`config.mk`:
```
export PLATFORM = sky130hd
export DESIGN_NAME = uart_cmd_bridge
export DESIGN_NICKNAME = d
export VERILOG_FILES = /design/src/verilog/uart_frame_pkg.sv /design/src/verilog/uart_cmd_pkg.sv /design/src/verilog/uart_byte_if.sv /design/src/verilog/uart_cmd_bridge.sv /design/src/verilog/uart_cmd_seq.sv /design/src/verilog/uart_rx_deframer.sv /design/src/verilog/uart_tx_framer.sv
export SDC_FILE = /design/constraint.sdc
export NUM_CORES = 1
export LEC_CHECK = 0
export BUFFER_PORTS_ARGS = -buffer_cell sky130_fd_sc_hd__buf_2
export CORE_UTILIZATION = 60
export DETAILED_ROUTE_END_ITERATION = 16
export GPL_ROUTABILITY_DRIVEN = 0
export PLACE_DENSITY = 0.88
export SLEW_MARGIN = 20
export SYNTH_ARGS = -nofsm -noshare
export SYNTH_HDL_FRONTEND = slang
export SYNTH_SLANG_ARGS = --single-unit
```
`constraint.sdc`:
```
create_clock -name clk -period 4.6 [get_ports clk]
set_input_delay 0.69 -clock clk [delete_from_list [all_inputs] [get_ports clk]]
set_output_delay 0.69 -clock clk [all_outputs]
set_load 0.05 [all_outputs]
```
`src/verilog/uart_frame_pkg.sv`:
```
package uart_frame_pkg;

  // One byte of frame payload.
  typedef logic [7:0] byte_t;

  // Bit periods in one frame: start, eight data bits, parity and stop.
  localparam int FRAME_BITS = 11;

  // Number of data bits carried by a frame.
  localparam int DATA_BITS = 8;

  // Position inside a frame, shared by the transmit and receive sides.
  typedef enum logic [2:0] {
    PH_IDLE,
    PH_START,
    PH_DATA,
    PH_PARITY,
    PH_STOP
  } frame_phase_t;

  // Returns the bit that makes data plus parity hold an odd number of ones.
  function automatic logic odd_parity(input byte_t data);
    logic even_ones;
    even_ones = ~(^data);
    return even_ones;
  endfunction

endpackage

```
`src/verilog/uart_cmd_pkg.sv`:
```
package uart_cmd_pkg;

  // Command word as seen by the bus side.
  // Bit 15 set means a write of two frames, clear means a read.
  typedef struct packed {
    logic                  write;
    logic [6:0]            addr;
    uart_frame_pkg::byte_t data;
  } cmd_fields_t;

  // Command word as seen by the line side, high byte goes out first.
  typedef struct packed {
    uart_frame_pkg::byte_t hi;
    uart_frame_pkg::byte_t lo;
  } cmd_bytes_t;

  // The same 16 bits read either way.
  typedef union packed {
    cmd_fields_t f;
    cmd_bytes_t  b;
  } cmd_word_u;

  // Width of the command word on plain ports.
  localparam int CMD_BITS = $bits(cmd_word_u);

endpackage

```
`src/verilog/uart_byte_if.sv`:
```
`timescale 1ns/1ps

interface uart_byte_if;

  // Transmit side. A byte moves on a clock edge with tx_valid and tx_ready high.
  logic                  tx_valid;
  uart_frame_pkg::byte_t tx_byte;
  logic                  tx_ready;

  // Receive side. rx_valid is a single-cycle pulse and cannot be held off.
  logic                  rx_valid;
  uart_frame_pkg::byte_t rx_byte;
  logic                  rx_parity_err;

  modport seq (
    output tx_valid, tx_byte,
    input  tx_ready,
    input  rx_valid, rx_byte, rx_parity_err
  );

  modport tx (
    input  tx_valid, tx_byte,
    output tx_ready
  );

  modport rx (
    output rx_valid, rx_byte, rx_parity_err
  );

endinterface

```
`src/verilog/uart_cmd_bridge.sv`:
```
`timescale 1ns/1ps

module uart_cmd_bridge #(
  parameter int CLKS_PER_BIT = 434,
  parameter int GAP_CYCLES   = 100
) (
  input  logic                            clk,
  input  logic                            rst_n,
  input  logic [uart_cmd_pkg::CMD_BITS-1:0] cmd_in,
  input  logic                            cmd_vld,
  output logic                            cmd_rdy,
  input  logic                            rx,
  output logic                            tx,
  output logic [7:0]                      read_data,
  output logic                            read_err,
  output logic                            read_rdy
);

  // Byte link shared by the sequencer and both line blocks.
  uart_byte_if u_link ();

  uart_cmd_seq #(
    .GAP_CYCLES (GAP_CYCLES)
  ) u_uart_cmd_seq (
    .clk       (clk),
    .rst_n     (rst_n),
    .cmd_in    (cmd_in),
    .cmd_vld   (cmd_vld),
    .cmd_rdy   (cmd_rdy),
    .link      (u_link.seq),
    .read_data (read_data),
    .read_err  (read_err),
    .read_rdy  (read_rdy)
  );

  uart_tx_framer #(
    .CLKS_PER_BIT (CLKS_PER_BIT)
  ) u_uart_tx_framer (
    .clk   (clk),
    .rst_n (rst_n),
    .link  (u_link.tx),
    .tx    (tx)
  );

  // The receiver runs all the time; frames outside a read are dropped by the sequencer.
  uart_rx_deframer #(
    .CLKS_PER_BIT (CLKS_PER_BIT)
  ) u_uart_rx_deframer (
    .clk   (clk),
    .rst_n (rst_n),
    .rx    (rx),
    .link  (u_link.rx)
  );

endmodule

```
`src/verilog/uart_cmd_seq.sv`:
```
`timescale 1ns/1ps

module uart_cmd_seq #(
  parameter int GAP_CYCLES = 100
) (
  input  logic                    clk,
  input  logic                    rst_n,
  input  uart_cmd_pkg::cmd_word_u cmd_in,
  input  logic                    cmd_vld,
  output logic                    cmd_rdy,
  uart_byte_if.seq                link,
  output uart_frame_pkg::byte_t   read_data,
  output logic                    read_err,
  output logic                    read_rdy
);

  localparam int GW = $clog2(GAP_CYCLES + 2);

  typedef enum logic [2:0] {
    S_IDLE,
    S_SEND_HI,
    S_GAP,
    S_SEND_LO,
    S_WAIT_REPLY
  } seq_state_t;

  seq_state_t              state;
  uart_cmd_pkg::cmd_word_u cmd_q;
  logic [GW-1:0]           gap_cnt;
  logic                    lo_issued;
  logic                    cmd_take;
  logic                    tx_take;
  logic                    reply_take;

  assign cmd_rdy  = (state == S_IDLE);
  assign cmd_take = cmd_vld && cmd_rdy;

  // The low byte is offered once; afterwards the FSM only waits for the frame to finish.
  assign link.tx_valid = (state == S_SEND_HI) || ((state == S_SEND_LO) && !lo_issued);
  assign link.tx_byte  = (state == S_SEND_LO) ? cmd_q.b.lo : cmd_q.b.hi;
  assign tx_take       = link.tx_valid && link.tx_ready;

  // A reply only counts once the request frame has fully left the line.
  assign reply_take = (state == S_WAIT_REPLY) && link.tx_ready && link.rx_valid;

  always_ff @(posedge clk)
  begin
    if (cmd_take)
      cmd_q <= cmd_in;
    if (reply_take)
      read_data <= link.rx_byte;
  end

  always_ff @(posedge clk or negedge rst_n)
  begin
    if (!rst_n)
    begin
      state     <= S_IDLE;
      gap_cnt   <= '0;
      lo_issued <= 1'b0;
      read_err  <= 1'b0;
      read_rdy  <= 1'b0;
    end
    else
    begin
      read_rdy <= 1'b0;
      case (state)
        S_IDLE:
          if (cmd_take)
            state <= S_SEND_HI;
        S_SEND_HI:
          if (tx_take)
          begin
            gap_cnt <= '0;
            state   <= cmd_q.f.write ? S_GAP : S_WAIT_REPLY;
          end
        S_GAP:
          // The gap is counted from the end of the first frame.
          if (link.tx_ready)
          begin
            if (gap_cnt == GW'(GAP_CYCLES))
              state <= S_SEND_LO;
            else
              gap_cnt <= gap_cnt + 1'b1;
          end
        S_SEND_LO:
          if (tx_take)
            lo_issued <= 1'b1;
          else if (lo_issued && link.tx_ready)
          begin
            lo_issued <= 1'b0;
            state     <= S_IDLE;
          end
        S_WAIT_REPLY:
          if (reply_take)
          begin
            read_err <= link.rx_parity_err;
            read_rdy <= 1'b1;
            state    <= S_IDLE;
          end
        default:
          state <= S_IDLE;
      endcase
    end
  end

endmodule

```
`src/verilog/uart_rx_deframer.sv`:
```
`timescale 1ns/1ps

module uart_rx_deframer #(
  parameter int CLKS_PER_BIT = 434
) (
  input  logic           clk,
  input  logic           rst_n,
  input  logic           rx,
  uart_byte_if.rx        link
);

  localparam int CW   = $clog2(CLKS_PER_BIT + 1);
  localparam int HALF = (CLKS_PER_BIT > 1) ? CLKS_PER_BIT / 2 : 1;

  uart_frame_pkg::frame_phase_t state;
  logic [CW-1:0]                clk_cnt;
  logic [2:0]                   bit_idx;
  logic                         rx_meta;
  logic                         rx_sync;
  logic                         rx_prev;
  uart_frame_pkg::byte_t        data_q;
  logic                         par_q;
  logic                         half_end;
  logic                         bit_end;
  logic                         sample_data;
  logic                         sample_par;
  logic                         frame_done;

  assign half_end    = (clk_cnt == CW'(HALF - 1));
  assign bit_end     = (clk_cnt == CW'(CLKS_PER_BIT - 1));
  assign sample_data = (state == uart_frame_pkg::PH_DATA) && bit_end;
  assign sample_par  = (state == uart_frame_pkg::PH_PARITY) && bit_end;
  assign frame_done  = (state == uart_frame_pkg::PH_STOP) && bit_end;

  // Two flops against metastability, a third one for edge detection.
  always_ff @(posedge clk or negedge rst_n)
  begin
    if (!rst_n)
    begin
      rx_meta <= 1'b1;
      rx_sync <= 1'b1;
      rx_prev <= 1'b1;
    end
    else
    begin
      rx_meta <= rx;
      rx_sync <= rx_meta;
      rx_prev <= rx_sync;
    end
  end

  // Data arrives LSB first, so it shifts in from the top.
  always_ff @(posedge clk)
  begin
    if (sample_data)
      data_q <= {rx_sync, data_q[7:1]};
    if (sample_par)
      par_q <= rx_sync;
    if (frame_done)
      link.rx_byte <= data_q;
  end

  // After the start check the counter is aligned to mid-bit, so every full
  // period that follows lands in the middle of the next bit.
  always_ff @(posedge clk or negedge rst_n)
  begin
    if (!rst_n)
    begin
      state              <= uart_frame_pkg::PH_IDLE;
      clk_cnt            <= '0;
      bit_idx            <= '0;
      link.rx_valid      <= 1'b0;
      link.rx_parity_err <= 1'b0;
    end
    else
    begin
      link.rx_valid <= 1'b0;
      case (state)
        uart_frame_pkg::PH_IDLE:
        begin
          clk_cnt <= '0;
          if (rx_prev && !rx_sync)
            state <= uart_frame_pkg::PH_START;
        end
        uart_frame_pkg::PH_START:
          if (half_end)
          begin
            clk_cnt <= '0;
            bit_idx <= '0;
            state   <= rx_sync ? uart_frame_pkg::PH_IDLE : uart_frame_pkg::PH_DATA;
          end
          else
            clk_cnt <= clk_cnt + 1'b1;
        uart_frame_pkg::PH_DATA:
        begin
          clk_cnt <= bit_end ? '0 : clk_cnt + 1'b1;
          if (bit_end)
          begin
            bit_idx <= bit_idx + 3'd1;
            if (bit_idx == 3'(uart_frame_pkg::DATA_BITS - 1))
              state <= uart_frame_pkg::PH_PARITY;
          end
        end
        uart_frame_pkg::PH_PARITY:
        begin
          clk_cnt <= bit_end ? '0 : clk_cnt + 1'b1;
          if (bit_end)
            state <= uart_frame_pkg::PH_STOP;
        end
        default:
        begin
          clk_cnt <= bit_end ? '0 : clk_cnt + 1'b1;
          if (bit_end)
          begin
            state              <= uart_frame_pkg::PH_IDLE;
            link.rx_valid      <= 1'b1;
            link.rx_parity_err <= (par_q != uart_frame_pkg::odd_parity(data_q));
          end
        end
      endcase
    end
  end

endmodule

```
`src/verilog/uart_tx_framer.sv`:
```
`timescale 1ns/1ps

module uart_tx_framer #(
  parameter int CLKS_PER_BIT = 434
) (
  input  logic           clk,
  input  logic           rst_n,
  uart_byte_if.tx        link,
  output logic           tx
);

  localparam int CW = $clog2(CLKS_PER_BIT + 1);

  uart_frame_pkg::frame_phase_t state;
  logic [CW-1:0]                clk_cnt;
  logic [2:0]                   bit_idx;
  uart_frame_pkg::byte_t        data_q;
  logic                         bit_end;
  logic                         take;

  assign bit_end       = (clk_cnt == CW'(CLKS_PER_BIT - 1));
  assign link.tx_ready = (state == uart_frame_pkg::PH_IDLE);
  assign take          = link.tx_valid && link.tx_ready;

  always_ff @(posedge clk)
  begin
    if (take)
      data_q <= link.tx_byte;
  end

  // The line level is registered, so each bit changes on the edge that ends the last one.
  always_ff @(posedge clk or negedge rst_n)
  begin
    if (!rst_n)
    begin
      state   <= uart_frame_pkg::PH_IDLE;
      clk_cnt <= '0;
      bit_idx <= '0;
      tx      <= 1'b1;
    end
    else
    begin
      if (state == uart_frame_pkg::PH_IDLE)
        clk_cnt <= '0;
      else
        clk_cnt <= bit_end ? '0 : clk_cnt + 1'b1;

      case (state)
        uart_frame_pkg::PH_IDLE:
          if (take)
          begin
            state <= uart_frame_pkg::PH_START;
            tx    <= 1'b0;
          end
        uart_frame_pkg::PH_START:
          if (bit_end)
          begin
            state   <= uart_frame_pkg::PH_DATA;
            bit_idx <= '0;
            tx      <= data_q[0];
          end
        uart_frame_pkg::PH_DATA:
          if (bit_end)
          begin
            if (bit_idx == 3'(uart_frame_pkg::DATA_BITS - 1))
            begin
              state <= uart_frame_pkg::PH_PARITY;
              tx    <= uart_frame_pkg::odd_parity(data_q);
            end
            else
            begin
              bit_idx <= bit_idx + 3'd1;
              tx      <= data_q[3'(bit_idx + 3'd1)];
            end
          end
        uart_frame_pkg::PH_PARITY:
          if (bit_end)
          begin
            state <= uart_frame_pkg::PH_STOP;
            tx    <= 1'b1;
          end
        default:
          if (bit_end)
            state <= uart_frame_pkg::PH_IDLE;
      endcase
    end
  end

endmodule
```
Word-level counts from Yosys, hierarchy flattened:

Index checks and enable logic that the tools add are counted.

* input port bits: 20
* bits in registers: 98
* word-level logic and storage cells: 159
* output and inout port bits: 12

* equal/unequal tests: 37
* muxes and demuxes: 54
* add/subtract/negate cells: 5
* reduce and logical (&&, ||, !) cells: 36
* $lt $le $gt $ge: 1
* bitwise logic cells: 3

Operators by type and width (number)
* 3-bit two-way mux: 24
* 9-bit two-way mux: 4
* 2-bit by 1-bit inequality test with 1-bit output (second input constant): 12
* 3-bit one-hot mux with 4 select lines: 2
* 7-bit two-way mux: 3
* 9-bit by 1-bit adder with 9-bit output (second input constant): 2
* 3-bit by 2-bit == test with 1-bit output (second input constant): 6
* 9-bit == test (second input constant): 2
* 9-bit one-hot mux with 2 select lines: 1
* 8-bit parity: 2
* 3-bit one-hot mux with 5 select lines: 1
* 2-bit inequality test (second input constant): 7
* 7-bit one-hot mux with 2 select lines: 1
* 3-bit == test (second input constant): 4
* 1-bit two-way mux: 12
* 3-bit one-hot mux with 2 select lines: 2
* 6-bit AND reduction: 2
* 1-bit logical AND: 10
* 2-bit nonzero test: 5
* 3-bit by 1-bit == test with 1-bit output (second input constant): 3
* 9-bit by 8-bit == test with 1-bit output (second input constant): 1
* 3-bit logical NOT: 3
* 8-bit two-way mux: 1
* 4-bit AND reduction: 2
* 18 further kinds: 24

Longest topological paths before layout:

* depth after elaboration: 6
* mapped depth: 8

Cells and area by module:

From an unflattened synthesis, not the netlist that was laid out.

* cell total of the unflattened synthesis: 335
* area, all modules: 4404.2 µm²

Modules (own cells, without submodules)
* uart_cmd_seq: sequential area each 1046.0 µm², times used 1, cells each 114, area an instance 1595.3 µm²
* uart_rx_deframer: sequential area each 1014.7 µm², times used 1, cells each 107, area an instance 1554.0 µm²
* uart_tx_framer: sequential area each 641.9 µm², times used 1, cells each 114, area an instance 1255.0 µm²

Worst setup path before layout:

Ideal clock, no wire load.

* kind: reg-to-output
* start point: register u_uart_cmd_seq.state[0]
* end point: output cmd_rdy
* data arrival time: 1.659 ns
* slack: 2.251 ns
* data required time: 3.910 ns
* stages on the path, launching flop included: 3
* path buffers: 1
* path through: dfrtp_1 clkbuf_1 nor3_1

* longest elaborated chain between the ends: 1

RTL lines
* start, declared: RTL line uart_cmd_seq.sv:27 `seq_state_t state;`
* start signal, assigned: RTL line uart_cmd_seq.sv:75 `state <= cmd_q.f.write ? S_GAP : S_WAIT_REPLY;`
* 3-bit logical NOT: RTL line uart_cmd_seq.sv:35 `assign cmd_rdy = (state == S_IDLE);`
* end, declared: RTL line uart_cmd_bridge.sv:11 `output logic cmd_rdy,`

No other way between the ends.

Worst setup path after layout:

* start point: register u_uart_rx_deframer.clk_cnt[1]
* end point: register u_uart_rx_deframer.link.rx_byte[0] (enable)

* longest elaborated chain between the ends: 2

RTL lines
* start, declared: RTL line uart_rx_deframer.sv:16 `logic [CW-1:0] clk_cnt;`
* start signal, assigned: RTL line uart_rx_deframer.sv:93 `clk_cnt <= clk_cnt + 1'b1;`
* start signal, assigned: RTL line uart_rx_deframer.sv:96 `clk_cnt <= bit_end ? '0 : clk_cnt + 1'b1;`
* start signal, assigned: RTL line uart_rx_deframer.sv:106 `clk_cnt <= bit_end ? '0 : clk_cnt + 1'b1;`
* 9-bit == test: RTL line uart_rx_deframer.sv:30 `assign bit_end = (clk_cnt == CW'(CLKS_PER_BIT - 1));`
* 1-bit logical AND: RTL line uart_rx_deframer.sv:33 `assign frame_done = (state == uart_frame_pkg::PH_STOP) && bit_end;`
* net u_uart_rx_deframer.frame_done: RTL line uart_rx_deframer.sv:27 `logic frame_done;`
* end signal, assigned: RTL line uart_rx_deframer.sv:60 `link.rx_byte <= data_q;`
* end, declared: RTL line uart_byte_if.sv:27 `output rx_valid, rx_byte, rx_parity_err`

The timed path passes the listed nets, and every way through them passes these cells.
A chain may end at the register's enable or synchronous reset.

==> qor.yml <==
timing:
  relSlewSlack_pct: 34.5
  clock_skew_ps: 8.67
  period_needed_ps: 2630
  worstMarginPinSlew_ps: 975
  min_period_over_period_pct: 57.1
  timing.fmax_mhz: 381
  fin_tns_setup_ps: 0
  finalMaxSlewViolations: 0
  rsz0062_at_grt: "no"
  setup_violations: 0
  hold_violations: 0
synthesis:
  synth_common_cells: "edfxtp_1 (49), dfrtp_1 (45), nor2_1 (37)"
  ys.flop_type: "edfxtp_1"
  syn_avg_cell_area_sq_um: 12.8
  synth_top_area_share_pct: 34.3
  synth_seq_cells: 98
  yosysMostFrequentCell: "edfxtp_1"
  synthTopCellsByArea: "edfxtp_1 (34%), dfrtp_1 (26%), xnor2_1 (4.5%), nor2_1 (3.2%), ha_1 (3.2%)"
  syn_inst: 335
  synth_fp_nets: 366
  synth_area_leader_cell: "edfxtp_1"
  ys_async_sr_fraction_pct: 50.0
  ys_seq_area_share_pct: 62.9
  synth_area_sq_um: 4290
  synth_cell_type_count: 51
  yosys_warnings: 0
  synth_edf_count: 49
clock_tree:
  cts_buffer_depth: 2
  root_buffer: "clkbuf_8"
  cts-resized-gates: 0
  htree_num_levels: 3
  cts_sinks: 98
  path_clk_slew_ps: 100
  cts_buffers: 9
  cts_tree: "done"
  holdBufCountCts: 0
  clkLatencyLatePin_ps: 370
  postCtsSetupRepairBufs: 0
global_route:
  antenna_found_initial: 0
  grt_overflow: 0
  grtUsageTotal_pct: 21.8
  grt_pass1_vias: 2604
  grt_pass1_wl_mm: 12.3
  grt_max_degree: 50
drt:
  initialDrtViolationCount: 145
  viasPerCell: 5.66
  wl_per_cell_um: 15.4
  routed_wl_mm: 7.14
  drtAntennaViolNets: 0
  post-route-drc-count: 0
  vias: 2631
  first_pass_iters: 5
cells_and_area:
  final_nets: 395
  n_antenna_cell: 0
  syn_to_final_growth_pct: 10.1
  design_area_sq_um: 4730
  drive_above_1_share_pct: 19.8
critical_path:
  cp_slowest_cell: "nor3_1"
  critical_path_arrival_ps: 2630
  start_kind: "register"
  crit_path_end_kind: "register"
  path_delay_family: "simple AND/OR/NAND/NOR gates"
  worstPathMaxFanout: 8
  max_stage_delay_ps: 780
  crit_type: "reg2reg"
  cp_common_cell: "nand2_1"
  crit_required_ps: 4600
  crit_buf_inv: 1
  worstPathCellList: "inv_1 > ha_1 > nand2_1 > nor4_2 > nand2_1 > nor3_1"
place:
  io_buffers: 31
  place_area_sq_um: 4510
  place_hpwl_mm: 4.86
floorplan:
  pin_count: 32
  core_area_sq_um: 6870
  die_width_um: 86.6
  die_h_um: 86.6
  row_count: 30
  start_util_pct: 62.5
  dieArea_sq_um: 7500
job:
  max-cap-violations: 0
power:
  leakage_nw: 1.89
  irDropWorstVdd_mv: 0.242
  power_density_nw_per_um2: 347
status:
  outcome: "completed"
worst_hold_path:
  hold_class: "reg2reg"
==> routing by layer <==
| metal | share of wire [%] | track usage [%] | vias up | wire length, um |
|---|---|---|---|---|
| met3 | 4.5 | 6.67 | 15 | 325 |
| li1 | - | - | 1262 | - |
| met2 | 51 | 35.6 | 62 | 3650 |
| met5 | 0 | 0 | - | 0 |
| met1 | 42 | 27.2 | 1292 | 3030 |
| met4 | 2.0 | 9.39 | 0 | 141 |
==> registers in the layout, summed over array words and instances, names as in the netlist, 3 cells and up <==
name / count
u_uart_cmd_seq.cmd_q: 16
u_uart_tx_framer.data_q: 8
u_uart_cmd_seq.state: 3
u_uart_rx_deframer.state: 3
u_uart_rx_deframer.bit_idx: 3
u_uart_tx_framer.clk_cnt: 9
u_uart_cmd_seq.gap_cnt: 7
u_uart_rx_deframer.clk_cnt: 9
u_uart_cmd_seq.read_data: 8
u_uart_tx_framer.state: 3
u_uart_tx_framer.bit_idx: 3
u_uart_rx_deframer.link.rx_byte: 8
u_uart_rx_deframer.data_q: 8
==> layout by cell type (no fill, tap or decap), types with 10 or more instances in the layout <==
cell / netlist / final
edfxtp_1: 49 / 49
nand2_1: 24 / 24
xnor2_1: 22 / 22
o21ai_0: 10 / 10
ha_1: 11 / 11
dfrtp_1: 45 / 45
nand3_1: 14 / 14
mux2_2: 12 / 12
nor2_1: 37 / 37
buf_2: 2 / 31
inv_1: 10 / 10
xor2_1: 11 / 11
==> worst paths after layout <==
path                                                         start                                      endpoint  slack [ps]  depth (start not counted)
max in group asynchronous                                    rst_n         u_uart_tx_framer.clk_cnt[8]$_DFF_PN0_        3780                          2
max                        u_uart_rx_deframer.clk_cnt[1]$_DFF_PN0_  u_uart_rx_deframer.link.rx_byte[0]$_DFFE_PP_        1970                          6
min reg2reg                   u_uart_rx_deframer.rx_meta$_DFF_PN1_          u_uart_rx_deframer.rx_sync$_DFF_PN1_         360                          0
max reg2reg                u_uart_rx_deframer.clk_cnt[1]$_DFF_PN0_  u_uart_rx_deframer.link.rx_byte[0]$_DFFE_PP_        1970                          6
min                           u_uart_rx_deframer.rx_meta$_DFF_PN1_          u_uart_rx_deframer.rx_sync$_DFF_PN1_         360                          0
min in group asynchronous                                    rst_n       u_uart_tx_framer.bit_idx[0]$_DFFE_PN0P_         410                          2
==> power by group <==
part / switching [W] / total, W / internal [W]
Clock: 0.000316 / 0.000582 / 0.000266
Sequential: 0.0000366 / 0.000977 / 0.000940
Combinational: 0.0000436 / 0.0000821 / 0.0000385
==> area by class of cell <==
cell class,count,area [sq um]
Sequential cell,98,2700
Fill cell,464,2140
Multi-Input combinational cell,213,1500
Timing Repair Buffer,32,163
Clock buffer,9,124
Tap cell,96,120
Clock inverter,7,87.6
Inverter,10,37.5
==> through the flow <==
step	power, W	setup WS, ps	hold slack [ps]	std cells	util [%]
final	0.00164	1970	364	465	68.9
after global routing	0.00171	1710	366	465	68.9
after CTS	0.00166	1950	365	465	68.8
after detailed placement	0.00107	1960	350	449	65.7
after global placement	0.00107	2140	346	449	65.7
after floorplan	0.00104	2250	345	335	-
==> kinds of logic after synthesis <==
| group | after synthesis | share of synthesized area, % |
|---|---|---|
| multiplexers | 16 | 4.66 |
| buffers and inverters | 24 | 2.51 |
| AND/OR/NAND/NOR | 116 | 13.8 |
| AO/OA/AOI/OAI | 37 | 6.12 |
| adder cells (fa/ha/maj) | 11 | 3.21 |
| flip-flops | 98 | 62.9 |
| XOR/XNOR | 33 | 6.73 |
No activity file was read; power rests on OpenSTA's default activity.
